<file path="config.mk">
export PLATFORM = sky130hd
export DESIGN_NAME = backplane
export DESIGN_NICKNAME = d
export VERILOG_FILES = /design/src/design/sd_pkg.sv /design/src/design/bus_pkg.sv /design/src/design/backplane.sv /design/src/design/sd_dispatcher.sv /design/src/design/io_decoder.sv /design/src/design/bus_arbiter.sv
export SDC_FILE = /design/constraint.sdc
export NUM_CORES = 1
export LEC_CHECK = 0
export BUFFER_PORTS_ARGS = -buffer_cell sky130_fd_sc_hd__buf_4
export CAP_MARGIN = 20
export CORE_AREA = 3 3 139 141
export CTS_BUF_LIST = sky130_fd_sc_hd__clkbuf_16
export CTS_CLUSTER_SIZE = 30
export DETAILED_ROUTE_END_ITERATION = 8
export DIE_AREA = 0 0 142 144
export GPL_TIMING_DRIVEN = 0
export PLACE_DENSITY = 0.54
export SYNTH_ARGS = -nofsm -noshare
export SYNTH_HDL_FRONTEND = slang
export SYNTH_HIERARCHICAL = 1
export SYNTH_SLANG_ARGS = --single-unit
</file>
<file path="constraint.sdc">
create_clock -name wb_clk -period 6.5 [get_ports wb_clk]
set_input_delay 1.3 -clock wb_clk [delete_from_list [all_inputs] [get_ports wb_clk]]
set_output_delay 1.3 -clock wb_clk [all_outputs]
set_load 0.005 [all_outputs]
</file>
<file path="src/design/sd_pkg.sv">
//********************
// sd card sharing definitions
// client numbering, state encoding
// and idle card line levels
//********************
package sd_pkg;

   localparam int unsigned N_SD = 4;   // disk controllers sharing the card

   typedef logic [N_SD-1:0] sd_vec_t;   // one bit per client

   // index order is grant priority, rk first
   localparam int unsigned SD_RK = 0;
   localparam int unsigned SD_DW = 1;
   localparam int unsigned SD_DX = 2;
   localparam int unsigned SD_MY = 3;

   //********************
   // dispatcher states
   //********************
   typedef enum logic [2:0] {
      SD_FREE,     // nobody holds the card
      SD_OWN_RK,
      SD_OWN_DW,
      SD_OWN_DX,
      SD_OWN_MY
   } sd_owner_e;

   // card lines while free
   localparam logic SD_IDLE_CS   = 1'b1;   // card deselected
   localparam logic SD_IDLE_MOSI = 1'b1;

endpackage

</file>
<file path="src/design/bus_pkg.sv">
//********************
// backplane bus definitions
// word widths, master and slave bundles,
// slave numbering and i/o page address map
//********************
package bus_pkg;

   //********************
   // widths
   //********************
   localparam int unsigned ADR_W = 16;   // byte address
   localparam int unsigned DAT_W = 16;   // one word
   localparam int unsigned SEL_W = 2;    // low and high byte

   typedef logic [ADR_W-1:0] wb_adr_t;
   typedef logic [DAT_W-1:0] wb_dat_t;
   typedef logic [SEL_W-1:0] wb_sel_t;

   // what the cpu board puts on the bus
   typedef struct packed {
      wb_adr_t adr;
      wb_dat_t dat;
      logic    cyc;
      logic    we;
      wb_sel_t sel;
      logic    stb;
   } cpu_master_t;

   // dma side of a disk controller, req line acts as cyc
   typedef struct packed {
      wb_adr_t adr;
      wb_dat_t dat;
      logic    we;    // 1 = disk to memory
      logic    stb;
   } dma_master_t;

   // common bus as seen by every slave
   typedef struct packed {
      wb_adr_t adr;
      wb_dat_t dat;
      logic    we;
      wb_sel_t sel;
   } slave_req_t;

   //********************
   // slave map
   //********************
   localparam int unsigned N_SLAVES = 10;

   typedef logic [N_SLAVES-1:0]    slave_vec_t;   // one bit per slave
   typedef wb_dat_t [N_SLAVES-1:0] slave_dat_t;   // read word per slave

   localparam int unsigned SLV_RAM   = 0;
   localparam int unsigned SLV_ROM   = 1;
   localparam int unsigned SLV_UART1 = 2;   // console
   localparam int unsigned SLV_UART2 = 3;
   localparam int unsigned SLV_LPT   = 4;
   localparam int unsigned SLV_RK    = 5;
   localparam int unsigned SLV_DW    = 6;
   localparam int unsigned SLV_RX    = 7;
   localparam int unsigned SLV_MY    = 8;
   localparam int unsigned SLV_KGD   = 9;

   // i/o windows, base plus number of ignored low bits
   localparam wb_adr_t     UART1_BASE = 16'o177560;
   localparam int unsigned UART1_LSB  = 3;
   localparam wb_adr_t     UART2_BASE = 16'o176500;
   localparam int unsigned UART2_LSB  = 3;
   localparam wb_adr_t     LPT_BASE   = 16'o177514;
   localparam int unsigned LPT_LSB    = 2;
   localparam wb_adr_t     RK_BASE    = 16'o177400;
   localparam int unsigned RK_LSB     = 4;
   localparam wb_adr_t     DW_BASE    = 16'o174000;
   localparam int unsigned DW_LSB     = 5;
   localparam wb_adr_t     RX_BASE    = 16'o177170;
   localparam int unsigned RX_LSB     = 2;
   localparam wb_adr_t     MY_BASE    = 16'o172140;
   localparam int unsigned MY_LSB     = 2;
   localparam wb_adr_t     KGD_BASE   = 16'o176640;
   localparam int unsigned KGD_LSB    = 3;
   localparam wb_adr_t     ROM_BASE   = 16'o140000;   // user rom 140000-157777
   localparam int unsigned ROM_LSB    = 13;
   localparam logic [1:0]  RAM_TOP    = 2'b11;        // ram is below 140000

   // who owns the common bus
   typedef enum logic [1:0] {
      OWN_CPU,
      OWN_RK,
      OWN_MY
   } bus_owner_e;

endpackage
</file>
<file path="src/design/backplane.sv">
//********************
// backplane fabric
// wishbone bus with cpu and two dma masters,
// i/o page decoding and shared sd card access
//********************
module backplane (
   input  logic                 wb_clk,
   input  logic                 rst_n_i,
   // masters
   input  bus_pkg::cpu_master_t cpu_m_i,
   input  logic                 rk_req_i,
   input  bus_pkg::dma_master_t rk_m_i,
   input  logic                 my_req_i,
   input  bus_pkg::dma_master_t my_m_i,
   output logic                 cpu_gnt_o,
   output logic                 rk_gnt_o,
   output logic                 my_gnt_o,
   output logic                 cpu_ack_o,
   output logic                 rk_ack_o,
   output logic                 my_ack_o,
   output bus_pkg::wb_dat_t     rd_dat_o,    // read data to all masters
   // slaves
   output bus_pkg::slave_req_t  bus_o,
   output logic                 bus_cyc_o,
   output bus_pkg::slave_vec_t  slv_stb_o,
   input  bus_pkg::slave_vec_t  slv_ack_i,
   input  bus_pkg::slave_dat_t  slv_dat_i,
   // sd card clients
   input  sd_pkg::sd_vec_t      sd_req_i,
   input  sd_pkg::sd_vec_t      sd_cs_i,
   input  sd_pkg::sd_vec_t      sd_mosi_i,
   output sd_pkg::sd_vec_t      sd_ack_o,
   output logic                 sdcard_cs_o,
   output logic                 sdcard_mosi_o
);

   logic bus_stb;   // muxed strobe
   logic bus_ack;   // or of all slave acks

   //********************
   // bus masters
   //********************
   bus_arbiter i_bus_arbiter (
      .wb_clk    (wb_clk),
      .rst_n_i   (rst_n_i),
      .cpu_m_i   (cpu_m_i),
      .rk_req_i  (rk_req_i),
      .rk_m_i    (rk_m_i),
      .my_req_i  (my_req_i),
      .my_m_i    (my_m_i),
      .bus_ack_i (bus_ack),
      .bus_o     (bus_o),
      .bus_cyc_o (bus_cyc_o),
      .bus_stb_o (bus_stb),
      .cpu_gnt_o (cpu_gnt_o),
      .rk_gnt_o  (rk_gnt_o),
      .my_gnt_o  (my_gnt_o),
      .cpu_ack_o (cpu_ack_o),
      .rk_ack_o  (rk_ack_o),
      .my_ack_o  (my_ack_o)
   );

   //********************
   // slave side
   //********************
   io_decoder i_io_decoder (
      .bus_i     (bus_o),
      .bus_cyc_i (bus_cyc_o),
      .bus_stb_i (bus_stb),
      .slv_ack_i (slv_ack_i),
      .slv_dat_i (slv_dat_i),
      .slv_stb_o (slv_stb_o),
      .bus_ack_o (bus_ack),
      .rd_dat_o  (rd_dat_o)
   );

   // sd card sharing
   sd_dispatcher i_sd_dispatcher (
      .wb_clk        (wb_clk),
      .rst_n_i       (rst_n_i),
      .sd_req_i      (sd_req_i),
      .sd_cs_i       (sd_cs_i),
      .sd_mosi_i     (sd_mosi_i),
      .sd_ack_o      (sd_ack_o),
      .sdcard_cs_o   (sdcard_cs_o),
      .sdcard_mosi_o (sdcard_mosi_o)
   );

endmodule

</file>
<file path="src/design/sd_dispatcher.sv">
//********************
// sd card dispatcher
// grants the single card to one disk controller
// at a time by four phase req/ack, rk first,
// and muxes that controller's cs and mosi
//********************
module sd_dispatcher (
   input  logic             wb_clk,
   input  logic             rst_n_i,
   input  sd_pkg::sd_vec_t  sd_req_i,    // card requests
   input  sd_pkg::sd_vec_t  sd_cs_i,     // client chip selects
   input  sd_pkg::sd_vec_t  sd_mosi_i,   // client mosi
   output sd_pkg::sd_vec_t  sd_ack_o,    // card grants
   output logic             sdcard_cs_o,
   output logic             sdcard_mosi_o
);

   import sd_pkg::*;

   sd_owner_e state_q;
   logic      owner_req;   // owner still wants the card

   //********************
   // grant fsm
   //********************
   always_ff @(posedge wb_clk) begin
      if (!rst_n_i) begin
         state_q <= SD_FREE;
      end else if (state_q == SD_FREE) begin
         // pick highest priority requester
         if (sd_req_i[SD_RK]) begin
            state_q <= SD_OWN_RK;
         end else if (sd_req_i[SD_DW]) begin
            state_q <= SD_OWN_DW;
         end else if (sd_req_i[SD_DX]) begin
            state_q <= SD_OWN_DX;
         end else if (sd_req_i[SD_MY]) begin
            state_q <= SD_OWN_MY;
         end
      end else if (!owner_req) begin
         state_q <= SD_FREE;          // owner done, ack drops next
      end
   end

   // ack decoded from state
   always_comb begin
      sd_ack_o = '0;
      case (state_q)
         SD_OWN_RK: sd_ack_o[SD_RK] = 1'b1;
         SD_OWN_DW: sd_ack_o[SD_DW] = 1'b1;
         SD_OWN_DX: sd_ack_o[SD_DX] = 1'b1;
         SD_OWN_MY: sd_ack_o[SD_MY] = 1'b1;
         default:   sd_ack_o = '0;
      endcase
   end

   assign owner_req = |(sd_req_i & sd_ack_o);

   //********************
   // card line mux
   //********************
   assign sdcard_cs_o   = (state_q == SD_FREE) ? SD_IDLE_CS   : |(sd_cs_i & sd_ack_o);
   assign sdcard_mosi_o = (state_q == SD_FREE) ? SD_IDLE_MOSI : |(sd_mosi_i & sd_ack_o);

endmodule

</file>
<file path="src/design/io_decoder.sv">
//********************
// address decoder of the backplane
// ram, user rom and i/o page windows,
// global ack and read data mux
// fully combinational
//********************
module io_decoder (
   input  bus_pkg::slave_req_t bus_i,
   input  logic                bus_cyc_i,
   input  logic                bus_stb_i,
   input  bus_pkg::slave_vec_t slv_ack_i,
   input  bus_pkg::slave_dat_t slv_dat_i,
   output bus_pkg::slave_vec_t slv_stb_o,
   output logic                bus_ack_o,
   output bus_pkg::wb_dat_t    rd_dat_o
);

   import bus_pkg::*;

   slave_vec_t hit;      // raw window match
   logic       access;   // active bus cycle

   // true if adr falls in the window at base,
   // low lsb bits are register offset
   function automatic logic win_hit(
      input wb_adr_t     adr,
      input wb_adr_t     base,
      input int unsigned lsb
   );
      return (adr >> lsb) == (base >> lsb);
   endfunction

   //********************
   // window match
   //********************
   always_comb begin
      hit = '0;
      // main memory 000000-137777
      hit[SLV_RAM]   = (bus_i.adr[ADR_W-1 -: 2] != RAM_TOP);
      // user rom 140000-157777
      hit[SLV_ROM]   = win_hit(bus_i.adr, ROM_BASE, ROM_LSB);
      // i/o page 160000-177777
      hit[SLV_UART1] = win_hit(bus_i.adr, UART1_BASE, UART1_LSB);   // 177560-177566
      hit[SLV_UART2] = win_hit(bus_i.adr, UART2_BASE, UART2_LSB);   // 176500-176506
      hit[SLV_LPT]   = win_hit(bus_i.adr, LPT_BASE, LPT_LSB);       // 177514-177516
      hit[SLV_RK]    = win_hit(bus_i.adr, RK_BASE, RK_LSB);         // 177400-177416
      hit[SLV_DW]    = win_hit(bus_i.adr, DW_BASE, DW_LSB);         // 174000-174036
      hit[SLV_RX]    = win_hit(bus_i.adr, RX_BASE, RX_LSB);         // 177170-177172
      hit[SLV_MY]    = win_hit(bus_i.adr, MY_BASE, MY_LSB);         // 172140-172142
      hit[SLV_KGD]   = win_hit(bus_i.adr, KGD_BASE, KGD_LSB);       // 176640-176646
   end

   // windows are disjoint, so at most one strobe
   // unmapped i/o page address selects nobody and the master stalls
   assign access    = bus_cyc_i & bus_stb_i;
   assign slv_stb_o = access ? hit : '0;

   //********************
   // ack and read data
   //********************
   assign bus_ack_o = |slv_ack_i;   // any slave answering

   // and-or mux, only the selected slave contributes
   always_comb begin
      rd_dat_o = '0;
      for (int i = 0; i < N_SLAVES; i++) begin
         rd_dat_o = rd_dat_o | (slv_dat_i[i] & {DAT_W{slv_stb_o[i]}});
      end
   end

endmodule

</file>
<file path="src/design/bus_arbiter.sv">
//********************
// dma arbiter and master mux
// picks cpu, rk or my as owner of the common bus,
// switches only between cycles, rk wins over my
// steers the owner's lines to the slaves
//********************
module bus_arbiter (
   input  logic                 wb_clk,
   input  logic                 rst_n_i,
   // cpu board
   input  bus_pkg::cpu_master_t cpu_m_i,
   // rk11 dma
   input  logic                 rk_req_i,
   input  bus_pkg::dma_master_t rk_m_i,
   // my dma
   input  logic                 my_req_i,
   input  bus_pkg::dma_master_t my_m_i,
   // global ack from decoder
   input  logic                 bus_ack_i,
   // common bus
   output bus_pkg::slave_req_t  bus_o,
   output logic                 bus_cyc_o,
   output logic                 bus_stb_o,
   // grants
   output logic                 cpu_gnt_o,
   output logic                 rk_gnt_o,
   output logic                 my_gnt_o,
   // routed acks
   output logic                 cpu_ack_o,
   output logic                 rk_ack_o,
   output logic                 my_ack_o
);

   import bus_pkg::*;

   bus_owner_e owner_q;   // current bus owner

   //********************
   // ownership
   //********************
   always_ff @(posedge wb_clk) begin
      if (!rst_n_i) begin
         owner_q <= OWN_CPU;               // cpu owns the bus after reset
      end else if (!bus_cyc_o) begin       // change only while idle
         if (rk_req_i) begin
            owner_q <= OWN_RK;
         end else if (my_req_i) begin
            owner_q <= OWN_MY;
         end else begin
            owner_q <= OWN_CPU;            // no dma pending
         end
      end
   end

   //********************
   // master mux
   //********************
   always_comb begin
      case (owner_q)
         OWN_RK: begin
            bus_o.adr = rk_m_i.adr;
            bus_o.dat = rk_m_i.dat;
            bus_o.we  = rk_m_i.we;
            bus_o.sel = '1;                // dma moves whole words
            bus_cyc_o = rk_req_i;          // request doubles as cyc
            bus_stb_o = rk_m_i.stb;
         end
         OWN_MY: begin
            bus_o.adr = my_m_i.adr;
            bus_o.dat = my_m_i.dat;
            bus_o.we  = my_m_i.we;
            bus_o.sel = '1;
            bus_cyc_o = my_req_i;
            bus_stb_o = my_m_i.stb;
         end
         default: begin                    // cpu
            bus_o.adr = cpu_m_i.adr;
            bus_o.dat = cpu_m_i.dat;
            bus_o.we  = cpu_m_i.we;
            bus_o.sel = cpu_m_i.sel;
            bus_cyc_o = cpu_m_i.cyc;
            bus_stb_o = cpu_m_i.stb;
         end
      endcase
   end

   // grants straight from the owner register
   assign cpu_gnt_o = (owner_q == OWN_CPU);
   assign rk_gnt_o  = (owner_q == OWN_RK);
   assign my_gnt_o  = (owner_q == OWN_MY);

   // ack goes back to the owner only
   // an ungranted cpu just waits for its ack
   assign cpu_ack_o = cpu_gnt_o & bus_ack_i;
   assign rk_ack_o  = rk_gnt_o & bus_ack_i;
   assign my_ack_o  = my_gnt_o & bus_ack_i;

endmodule

</file>
==> results of run 1 <==
layout make-up:
type / instances / area [µm²]
timing repair buffer: 366 / 2750
tap: 229 / 287
fill: 2019 / 12500
clock inverter: 1 / 3.75
multi-input combinational: 296 / 2140
clock buffer: 3 / 75.1
sequential: 5 / 100
buffer: 43 / 215
inverter: 5 / 18.8
cell usage in the layout (no fill, tap or decap), types with 2 or more instances in the layout:
cell,instances
nand2_1,4
a32o_1,32
clkbuf_1,18
ha_1,3
nand3_1,18
nand2b_1,3
dfxtp_1,5
and4_1,3
nor2_1,41
nor2b_1,2
o21ai_0,3
nand4b_1,3
a22oi_1,52
buf_2,19
mux2i_1,4
and3_1,19
a211oi_1,2
buf_6,3
nor3_1,3
buf_4,367
nor4_4,2
clkbuf_16,3
inv_1,5
a21oi_1,38
or2_2,2
nand4_1,2
nor4_1,3
and2_1,6
a222oi_1,32
power breakdown:
part / internal (µW) / switching [µW]
clock: 79.6 / 19.5
sequential: 33.2 / 1.15
combinational: 279 / 273
worst min path at each step:
stage	startpoint	endpoint	slack [ns]	cells after the start
2_1_floorplan	i_bus_arbiter/owner_q[1]$_SDFFE_PN0N_	i_bus_arbiter/owner_q[1]$_SDFFE_PN0N_	0.45	2
3_3_place_gp	i_bus_arbiter/owner_q[1]$_SDFFE_PN0N_	i_bus_arbiter/owner_q[1]$_SDFFE_PN0N_	0.49	2
3_5_place_dp	i_bus_arbiter/owner_q[1]$_SDFFE_PN0N_	i_bus_arbiter/owner_q[1]$_SDFFE_PN0N_	0.48	2
4_1_cts	i_bus_arbiter/owner_q[1]$_SDFFE_PN0N_	i_bus_arbiter/owner_q[1]$_SDFFE_PN0N_	0.49	2
5_1_grt	i_bus_arbiter/owner_q[1]$_SDFFE_PN0N_	i_bus_arbiter/owner_q[1]$_SDFFE_PN0N_	0.50	2
6_report	i_bus_arbiter/owner_q[1]$_SDFFE_PN0N_	i_bus_arbiter/owner_q[1]$_SDFFE_PN0N_	0.48	2
per-layer routing:
| metal | routed length [µm] | up-vias | GRT usage, % |
|---|---|---|---|
| li1 | - | 2218 | - |
| met1 | 9050 | 2287 | 26.2 |
| met2 | 10200 | 216 | 29.2 |
| met3 | 1480 | 4 | 2.84 |
| met4 | 80 | 0 | 1.72 |
| met5 | 0 | - | 0 |
through the flow:
stage               setup slack (ns)  std cells  hold WS (ns)  cell area, µm²
finish                          1.08        948         0.480            5580
global route                   0.769        948         0.498            5580
CTS                             1.11        947         0.486            5580
detailed placement              1.13        943         0.481            5500
global placement               0.835        942         0.486            5490
floorplan                       2.18        349         0.452            2470
critical path: cells and delay by family:
family / cells / cell delay (ns)
AO/OA/AOI/OAI: 4 / 1.58
buffers and inverters: 4 / 1.09
AND/OR/NAND/NOR: 1 / 0.15
cells by family (layout without fill, tap and decap cells):
group	after synthesis	in the layout	synth area share, %
AO/OA/AOI/OAI	164	164	52.6
AND/OR/NAND/NOR	125	125	30.8
buffers and inverters	48	418	9.47
flip-flops	5	5	4.05
multiplexers	4	4	1.62
adder cells (fa/ha/maj)	3	3	1.52
state kept, by name (all words and copies together), names as in the netlist:
name / cells
i_bus_arbiter/owner_q: 2
i_sd_dispatcher/state_q: 3
==> flow_summary.yaml, run 1 <==
cts:
  cts_resized: 0
  postCtsHoldBufs: 0
  cts.sinks: 5
  cts_root_buffer: "clkbuf_16"
  htree_levels: 1
  cts_tree: "yes"
  cts_buffers: 3
  insertion_delay_ns: 0.23
  cts_max_path_buffers: 2
  post_cts_buffers: 0
  cts.clk_slew.worst_paths_ns: 0.03
synthesis:
  ys_types: 49
  netlist_top_cells_count: "a22oi_1 (52), nor2_1 (41), a21oi_1 (38)"
  ys.flop_type: "dfxtp_1"
  synth-edff-count: 0
  syn_area_um2: 2470
  synth_top_area_share_pct: 15.8
  synth.most_common_cell: "a22oi_1"
  synth_cells: 349
  syn_area_per_cell_um2: 7.08
  mappedNetlistNets: 643
  synthTopCellsByArea: "a22oi_1 (16%), a222oi_1 (13%), a32o_1 (13%)"
  ys_warn_count: 6
  async_flop_share_pct: 0
  ys_seq_area_share_pct: 4.05
  ys_seq_elements: 5
  synth_area_leader_cell: "a22oi_1"
worst_setup_path:
  worstPathRequired_ns: 5.20
  path_common_cell: "buf_4"
  r2r_cells: 6
  reg2reg_setup_slack_ns: 5.01
  crit_path_end_kind: "primary output"
  cp_cell_sequence: "buf_4 -> a22oi_1 -> a21oi_1 -> clkinv_1 -> clkbuf_1 -> a32o_1 -> a222oi_1 -> nand3_1 -> buf_4"
  r2r-start: "i_bus_arbiter/owner_q[0]$_SDFFE_PN0N_"
  crit_fanout: 10
  crit_path_end: "rd_dat_o[14]"
  crit_start: "my_m_i[26]"
  path_class: "in2out"
  timing.rr.end: "i_bus_arbiter/owner_q[0]$_SDFFE_PN0N_"
  crit_arrival_ns: 4.12
  crit_path_top_delay_cell: "a21oi_1"
  worst_path_largest_cell_delay_ns: 0.65
  cp-start-kind: "input port"
global_route:
  gr-total-overflow: 0
  grt_pass1_wl_mm: 28.4
  antenna_found_initial: 0
  grt_pass1_vias: 4476
  grt_usage_pct: 18.0
  grt_max_degree: 11
sta:
  setup_viol: 0
  slew_headroom_pct: 36.0
  period_needed_ns: 5.42
  skew_ns: 0.000117
  worst_slew_pin_slew_ns: 0.961
  finalHoldViolations: 0
  finalSetupTns_ns: 0
  slew_viol_final: 0
  fmax_mhz: 184
  fin_crit_sh_pct: 83.5
  rsz0062_at_grt: "no"
pwr:
  powerDensity_nw_per_um2: 123
  ir_drop_v: 0.0000680
  power_uw: 686
  p_leak_uw: 0.00273
floorplan:
  die_h_um: 144
  die_w_um: 142
  coreArea_um2: 18100
  rows: 49
  dieArea_um2: 20400
  start_util_pct: 13.7
  num_io_pins: 365
route:
  routed_via_density: 4.98
  wire_per_inst_um: 21.9
  drc: 0
  ant_nets: 0
  routed_wl_mm: 20.8
  num_vias: 4725
  drtIter0Drc: 609
  first_pass_iters: 7
placement:
  dp_hpwl_mm: 17.8
  port_buffers: 364
  gp_congestion: 0.844
hold_path:
  holdCritPathClass: "reg2reg"
finish:
  area_growth_pct: 126
  nNetsFinal: 1014
  diodes: 0
  drive_above_1_share_pct: 56.3
  final_core_util_pct: 30.9
flow_run:
  drv_cap: 0
outcome:
  status: "complete, no violations"
No activity file was read; power rests on OpenSTA's default activity.
==> run 2, diff against run 1 <==
- CORE_AREA: 3 3 139 141 -> 3 3 142 144
- DIE_AREA: 0 0 142 144 -> 0 0 145 147
- clock period: 6.5 -> 4.6 ns (I/O delays scaled with it)
==> flow_summary.yaml, run 2 (synthesized netlist as in run 1, its figures left out) <==
route:
  ant_nets: 0
  routed_wl_mm: 20.8
  routed_via_density: 4.83
  drtIter0Drc: 473
  num_vias: 4728
  wire_per_inst_um: 21.3
  first_pass_iters: 7
  drc: 0
floorplan:
  die_h_um: 147
  die_w_um: 145
  num_io_pins: 365
  start_util_pct: 13.1
  rows: 50
  coreArea_um2: 18800
  dieArea_um2: 21300
flow_run:
  drv_cap: 0
placement:
  gp_congestion: 0.909
  place_area_um2: 5540
  port_buffers: 364
  dpl.cell_count: 974
  dp_hpwl_mm: 17.8
sta:
  slew_viol_final: 0
  finalHoldViolations: 0
  period_needed_ns: 4.45
  fin_crit_sh_pct: 96.7
  slew_headroom_pct: 45.2
  setup_viol: 0
  fmax_mhz: 225
  rsz0062_at_grt: "no"
  skew_ns: 0.00195
  worst_slew_pin_slew_ns: 0.822
cts:
  cts.sinks: 5
  cts.clk_slew.worst_paths_ns: 0.04
  cts_buffers: 3
  insertion_delay_ns: 0.22
  htree_levels: 1
  cts_tree: "yes"
  cts_root_buffer: "clkbuf_16"
  cts_max_path_buffers: 2
hold_path:
  hold_depth: 2
  holdCritPathClass: "reg2reg"
outcome:
  status: "complete, no violations"
global_route:
  gr-total-overflow: 0
  grt_pass1_wl_mm: 29.6
  grt_max_degree: 11
  grt_usage_pct: 17.7
  antenna_found_initial: 1
  grt_pass1_vias: 4627
finish:
  nNetsFinal: 1013
  drive_above_1_share_pct: 61.0
  final_cell_mix: "buf_4 (373), a22oi_1 (49), nor2_1 (41)"
  top_register: "i_sd_dispatcher/state_q"
  finalNonFillerCells: 978
  fillers: 2059
  reg_top3: "i_sd_dispatcher/state_q: 3 flops, i_bus_arbiter/owner_q: 2 flops"
  fin_area_um2: 5800
  diodes: 0
  largest_register_ffs: 3
  area_growth_pct: 135
  final_common_cell: "buf_4"
worst_setup_path:
  crit_path_end_kind: "primary output"
  path_class: "reg2out"
  cp-start-kind: "flip-flop"
  crit_fanout: 10
  r2r_cells: 6
  crit_arrival_ns: 3.53
  worstPathRequired_ns: 3.68
pwr:
  ir_drop_v: 0.000152
  power_frac_clock_pct: 13.9
  p_comb_share_pct: 81.3
  p_int_uw: 579
  switchingPower_uw: 435
  powerDensity_nw_per_um2: 175
  seqPwrFrac_pct: 4.8
  p_leak_uw: 0.00280
  switching_share_pct: 42.9
-- run 2: cell count changes in the layout (fill, tap and decap cells not counted), moves of 3 or more --
cell / previous run / this run
a21oi_1: 38 / 24
a21oi_2: 0 / 7
a22oi_2: 0 / 3
buf_4: 367 / 373
a22oi_1: 52 / 49
a21oi_4: 0 / 7
clkbuf_1: 18 / 5
buf_2: 19 / 13
clkbuf_2: 0 / 7
clkbuf_4: 1 / 7
-- run 2: power by group through the flow --
| stage | clock network (µW) | registers (µW) | logic, µW |
|---|---|---|---|
| 6_report | 141 | 48.7 | 824 |
| 5_1_grt | 146 | 49.3 | 885 |
| 4_1_cts | 143 | 48.8 | 802 |
| 3_5_place_dp | 0 | 49.3 | 779 |
| 3_3_place_gp | 0 | 49.3 | 779 |
| 2_1_floorplan | 0 | 48.8 | 312 |
-- run 2: worst paths after layout --
kind / endpoint / start / slack, ns
min: i_bus_arbiter/owner_q[1]$_SDFFE_PN0N_ / i_bus_arbiter/owner_q[1]$_SDFFE_PN0N_ / 0.50
min reg2reg: i_bus_arbiter/owner_q[1]$_SDFFE_PN0N_ / i_bus_arbiter/owner_q[1]$_SDFFE_PN0N_ / 0.50
max: rd_dat_o[14] / i_bus_arbiter/owner_q[0]$_SDFFE_PN0N_ / 0.15
max reg2reg: i_bus_arbiter/owner_q[0]$_SDFFE_PN0N_ / i_bus_arbiter/owner_q[0]$_SDFFE_PN0N_ / 3.10
-- run 2: layout make-up --
class	count	area, µm²	share of cell area [%]
flip-flops and latches	5	100	1.73
repair buffers	369	2770	47.8
well taps	260	325	5.61
inverters	5	20.0	0.345
clock buffers	3	75.1	1.29
clock inverters	1	3.75	0.0647
multi-input cells	296	2270	39.1
plain buffers	39	235	4.06
-- run 2: per-stage QoR --
stage	utilization [%]	setup WS (ns)	total power, µW	setup TNS (ns)	hold WS [ns]
5_1_grt	30.8	0.00119	1080	0	0.525
6_report	30.8	0.153	1010	0	0.499
3_3_place_gp	29.4	-0.511	828	-4.68	0.481
4_1_cts	30.3	0.00277	994	0	0.498
2_1_floorplan	-	1.01	361	0	0.452
3_5_place_dp	29.4	-0.440	828	-3.32	0.493
-- run 2: layer usage --
layer | wire, µm | share of wire [%] | track usage (%) | vias to the layer above
met3 | 1240 | 5.9 | 1.97 | 16
met4 | 260 | 1.2 | 2.28 | 0
met2 | 10200 | 49 | 29.4 | 217
met1 | 9100 | 44 | 25.3 | 2276
li1 | - | - | - | 2219
met5 | 0 | 0 | 0 | -
-- run 2: timing repair --
item	in CTS	in global routing
cloned	0	0
setup endpoints to repair	19	13
setup buffers	1	3
gates resized for setup	20	38
hold buffers	0	0
pin swaps	5	9
-- run 2: worst max-delay path: stages (launching register included) --
cell and delay [ns]:
dfxtp_1 0.32, inv_1 0.09, ha_1 0.25, buf_6 0.17, buf_2 0.25, a22oi_1 0.17, a21oi_4 0.32, and4bb_2 0.26
and4_1 0.18, buf_2 0.17, buf_2 0.20, a222oi_1 0.58, nand3_1 0.16, buf_4 0.17
==> run 3, diff against run 2 <==
--- a/config.mk
+++ b/config.mk
@@ -9,3 +9,6 @@
 export CAP_MARGIN = 20
-export CORE_AREA = 3 3 142 144
+export CELL_PAD_IN_SITES_DETAIL_PLACEMENT = 1
+export CELL_PAD_IN_SITES_GLOBAL_PLACEMENT = 2
+export CORE_MARGIN = 3
+export CORE_UTILIZATION = 11
 export CTS_BUF_LIST = sky130_fd_sc_hd__clkbuf_16
@@ -13,5 +16,4 @@
 export DETAILED_ROUTE_END_ITERATION = 8
-export DIE_AREA = 0 0 145 147
 export GPL_TIMING_DRIVEN = 0
-export PLACE_DENSITY = 0.54
+export PLACE_DENSITY = 0.88
 export SYNTH_ARGS = -nofsm -noshare
==> constraint.sdc (replaced) <==
create_clock -name wb_clk -period 4.6 [get_ports wb_clk]
set_input_delay 0.46 -clock wb_clk [delete_from_list [all_inputs] [get_ports wb_clk]]
set_output_delay 0.46 -clock wb_clk [all_outputs]
set_load 0.005 [all_outputs]
==> flow_summary.yaml, run 3 (synthesized netlist as in run 1, its figures left out) <==
cts:
  insertion_delay_ns: 0.23
  cts.sinks: 5
  cts_buffers: 3
  htree_levels: 1
  cts.clk_slew.worst_paths_ns: 0.03
  cts_max_path_buffers: 2
  postCtsHoldBufs: 0
  cts_tree: "yes"
  cts_root_buffer: "clkbuf_16"
route:
  first_pass_iters: 9
  wire_per_inst_um: 22.2
  ant_nets: 0
  routed_via_density: 4.78
  num_vias: 4779
  routed_wl_mm: 22.2
  drtIter0Drc: 569
  drc: 0
global_route:
  gr-total-overflow: 0
  grt_usage_pct: 16.4
  antenna_found_initial: 0
  grt_pass1_vias: 4717
  grt_max_degree: 11
  grt_pass1_wl_mm: 30.6
sta:
  hold_slack_ns: 0.479
  setup_viol: 0
  worst_slew_pin_slew_ns: 0.843
  finalSetupTns_ns: 0
  period_needed_ns: 4.27
  slew_viol_final: 0
  slew_headroom_pct: 43.8
  finalHoldViolations: 0
  fin_crit_sh_pct: 92.8
  skew_ns: 0.00248
  fmax_mhz: 234
finish:
  fillers: 2707
  reg_top3: "i_sd_dispatcher/state_q: 3 flops, i_bus_arbiter/owner_q: 2 flops"
  final_cell_mix: "buf_4 (368), a22oi_1 (52), nor2_1 (41)"
  finalNonFillerCells: 1000
  fin_area_um2: 5690
  final_common_cell: "buf_4"
  top_register: "i_sd_dispatcher/state_q"
  diodes: 0
  largest_register_ffs: 3
  nNetsFinal: 1015
  area_growth_pct: 130
  drive_above_1_share_pct: 57.2
worst_setup_path:
  crit_arrival_ns: 3.81
  r2r_cells: 6
  crit_path_end: "rd_dat_o[12]"
  timing.rr.end: "i_bus_arbiter/owner_q[0]$_SDFFE_PN0N_"
  crit_path_end_kind: "primary output"
  path_class: "reg2out"
  cp-start-kind: "flip-flop"
  reg2reg_setup_slack_ns: 3.11
  r2r-start: "i_bus_arbiter/owner_q[0]$_SDFFE_PN0N_"
  crit_fanout: 10
  worstPathRequired_ns: 4.14
  crit_start: "i_bus_arbiter/owner_q[1]$_SDFFE_PN0N_"
pwr:
  power_uw: 982
  powerDensity_nw_per_um2: 173
  p_leak_uw: 0.00275
  ir_drop_v: 0.0000949
floorplan:
  die_w_um: 156
  coreArea_um2: 22000
  start_util_pct: 11.3
  rows: 54
  dieArea_um2: 24300
  num_io_pins: 365
  die_h_um: 156
outcome:
  status: "complete, no violations"
placement:
  gp_congestion: 0.844
  port_buffers: 364
  place_area_um2: 5560
  dp_hpwl_mm: 18.8
  dpl.cell_count: 994
flow_run:
  drv_cap: 0
hold_path:
  worstHoldStart: "i_bus_arbiter/owner_q[1]$_SDFFE_PN0N_"
  holdCritPathClass: "reg2reg"
==> run 3: cell types whose count changed in the layout (fill, tap and decap cells not counted), sizes merged <==
cell,before,now
clkbuf,22,21
buf,389,392
==> run 3: routing by layer <==
metal | up-vias | routed length [µm] | GRT usage [%]
li1 | 2222 | - | -
met1 | 2324 | 9740 | 22.8
met2 | 209 | 10800 | 27.6
met3 | 24 | 1260 | 2.02
met4 | 0 | 310 | 2.65
met5 | - | 0 | 0
==> run 3: worst max-delay path: stages, from the launching register on <==
cell and delay, ns:
dfxtp_1 0.32, inv_1 0.08, ha_1 0.17, buf_2 0.24, buf_2 0.28, a22oi_1 0.11, a21oi_1 0.59, and4_1 0.28
clkbuf_1 0.35, and4_1 0.24, buf_2 0.23, buf_2 0.26, a222oi_1 0.17, nand3_1 0.13, buf_4 0.11
==> run 3: cell type report <==
| class | instances | area, µm² | area share (%) |
|---|---|---|---|
| timing repair buffer | 367 | 2750 | 48.4 |
| clock buffer | 3 | 75.1 | 1.32 |
| inverter | 5 | 18.8 | 0.330 |
| tap | 280 | 350 | 6.16 |
| clock inverter | 1 | 3.75 | 0.0660 |
| buffer | 43 | 216 | 3.80 |
| sequential | 5 | 100 | 1.76 |
| multi-input combinational | 296 | 2170 | 38.2 |
==> run 3: metrics by stage <==
stage                     util, %  setup WS (ns)
after floorplan                 -           1.47
after global placement       25.3         0.0734
after detailed placement     25.3         0.0809
after CTS                    25.7          0.159
after global routing         25.9       -0.00627
final                        25.9          0.330
==> run 3: worst min-delay path by stage <==
stage	end	slack, ns	cells after the start
6_report	i_bus_arbiter/owner_q[1]$_SDFFE_PN0N_	0.48	2
3_5_place_dp	i_bus_arbiter/owner_q[1]$_SDFFE_PN0N_	0.48	2
4_1_cts	i_bus_arbiter/owner_q[1]$_SDFFE_PN0N_	0.48	2
2_1_floorplan	i_bus_arbiter/owner_q[1]$_SDFFE_PN0N_	0.45	2
3_3_place_gp	i_bus_arbiter/owner_q[1]$_SDFFE_PN0N_	0.48	2
5_1_grt	i_sd_dispatcher/state_q[2]$_SDFFE_PN0P_	0.50	2
==> run 3: power breakdown <==
part	internal [µW]	switching, µW
sequential	46.9	1.77
combinational	398	395
clock	113	28.6
==> run 3: repair_timing <==
| item | 4_1_cts | 5_1_grt |
|---|---|---|
| pin swaps | 0 | 1 |
| buffers inserted | 0 | 2 |
| setup endpoints to repair | 5 | 10 |
| gates resized for setup | 2 | 7 |
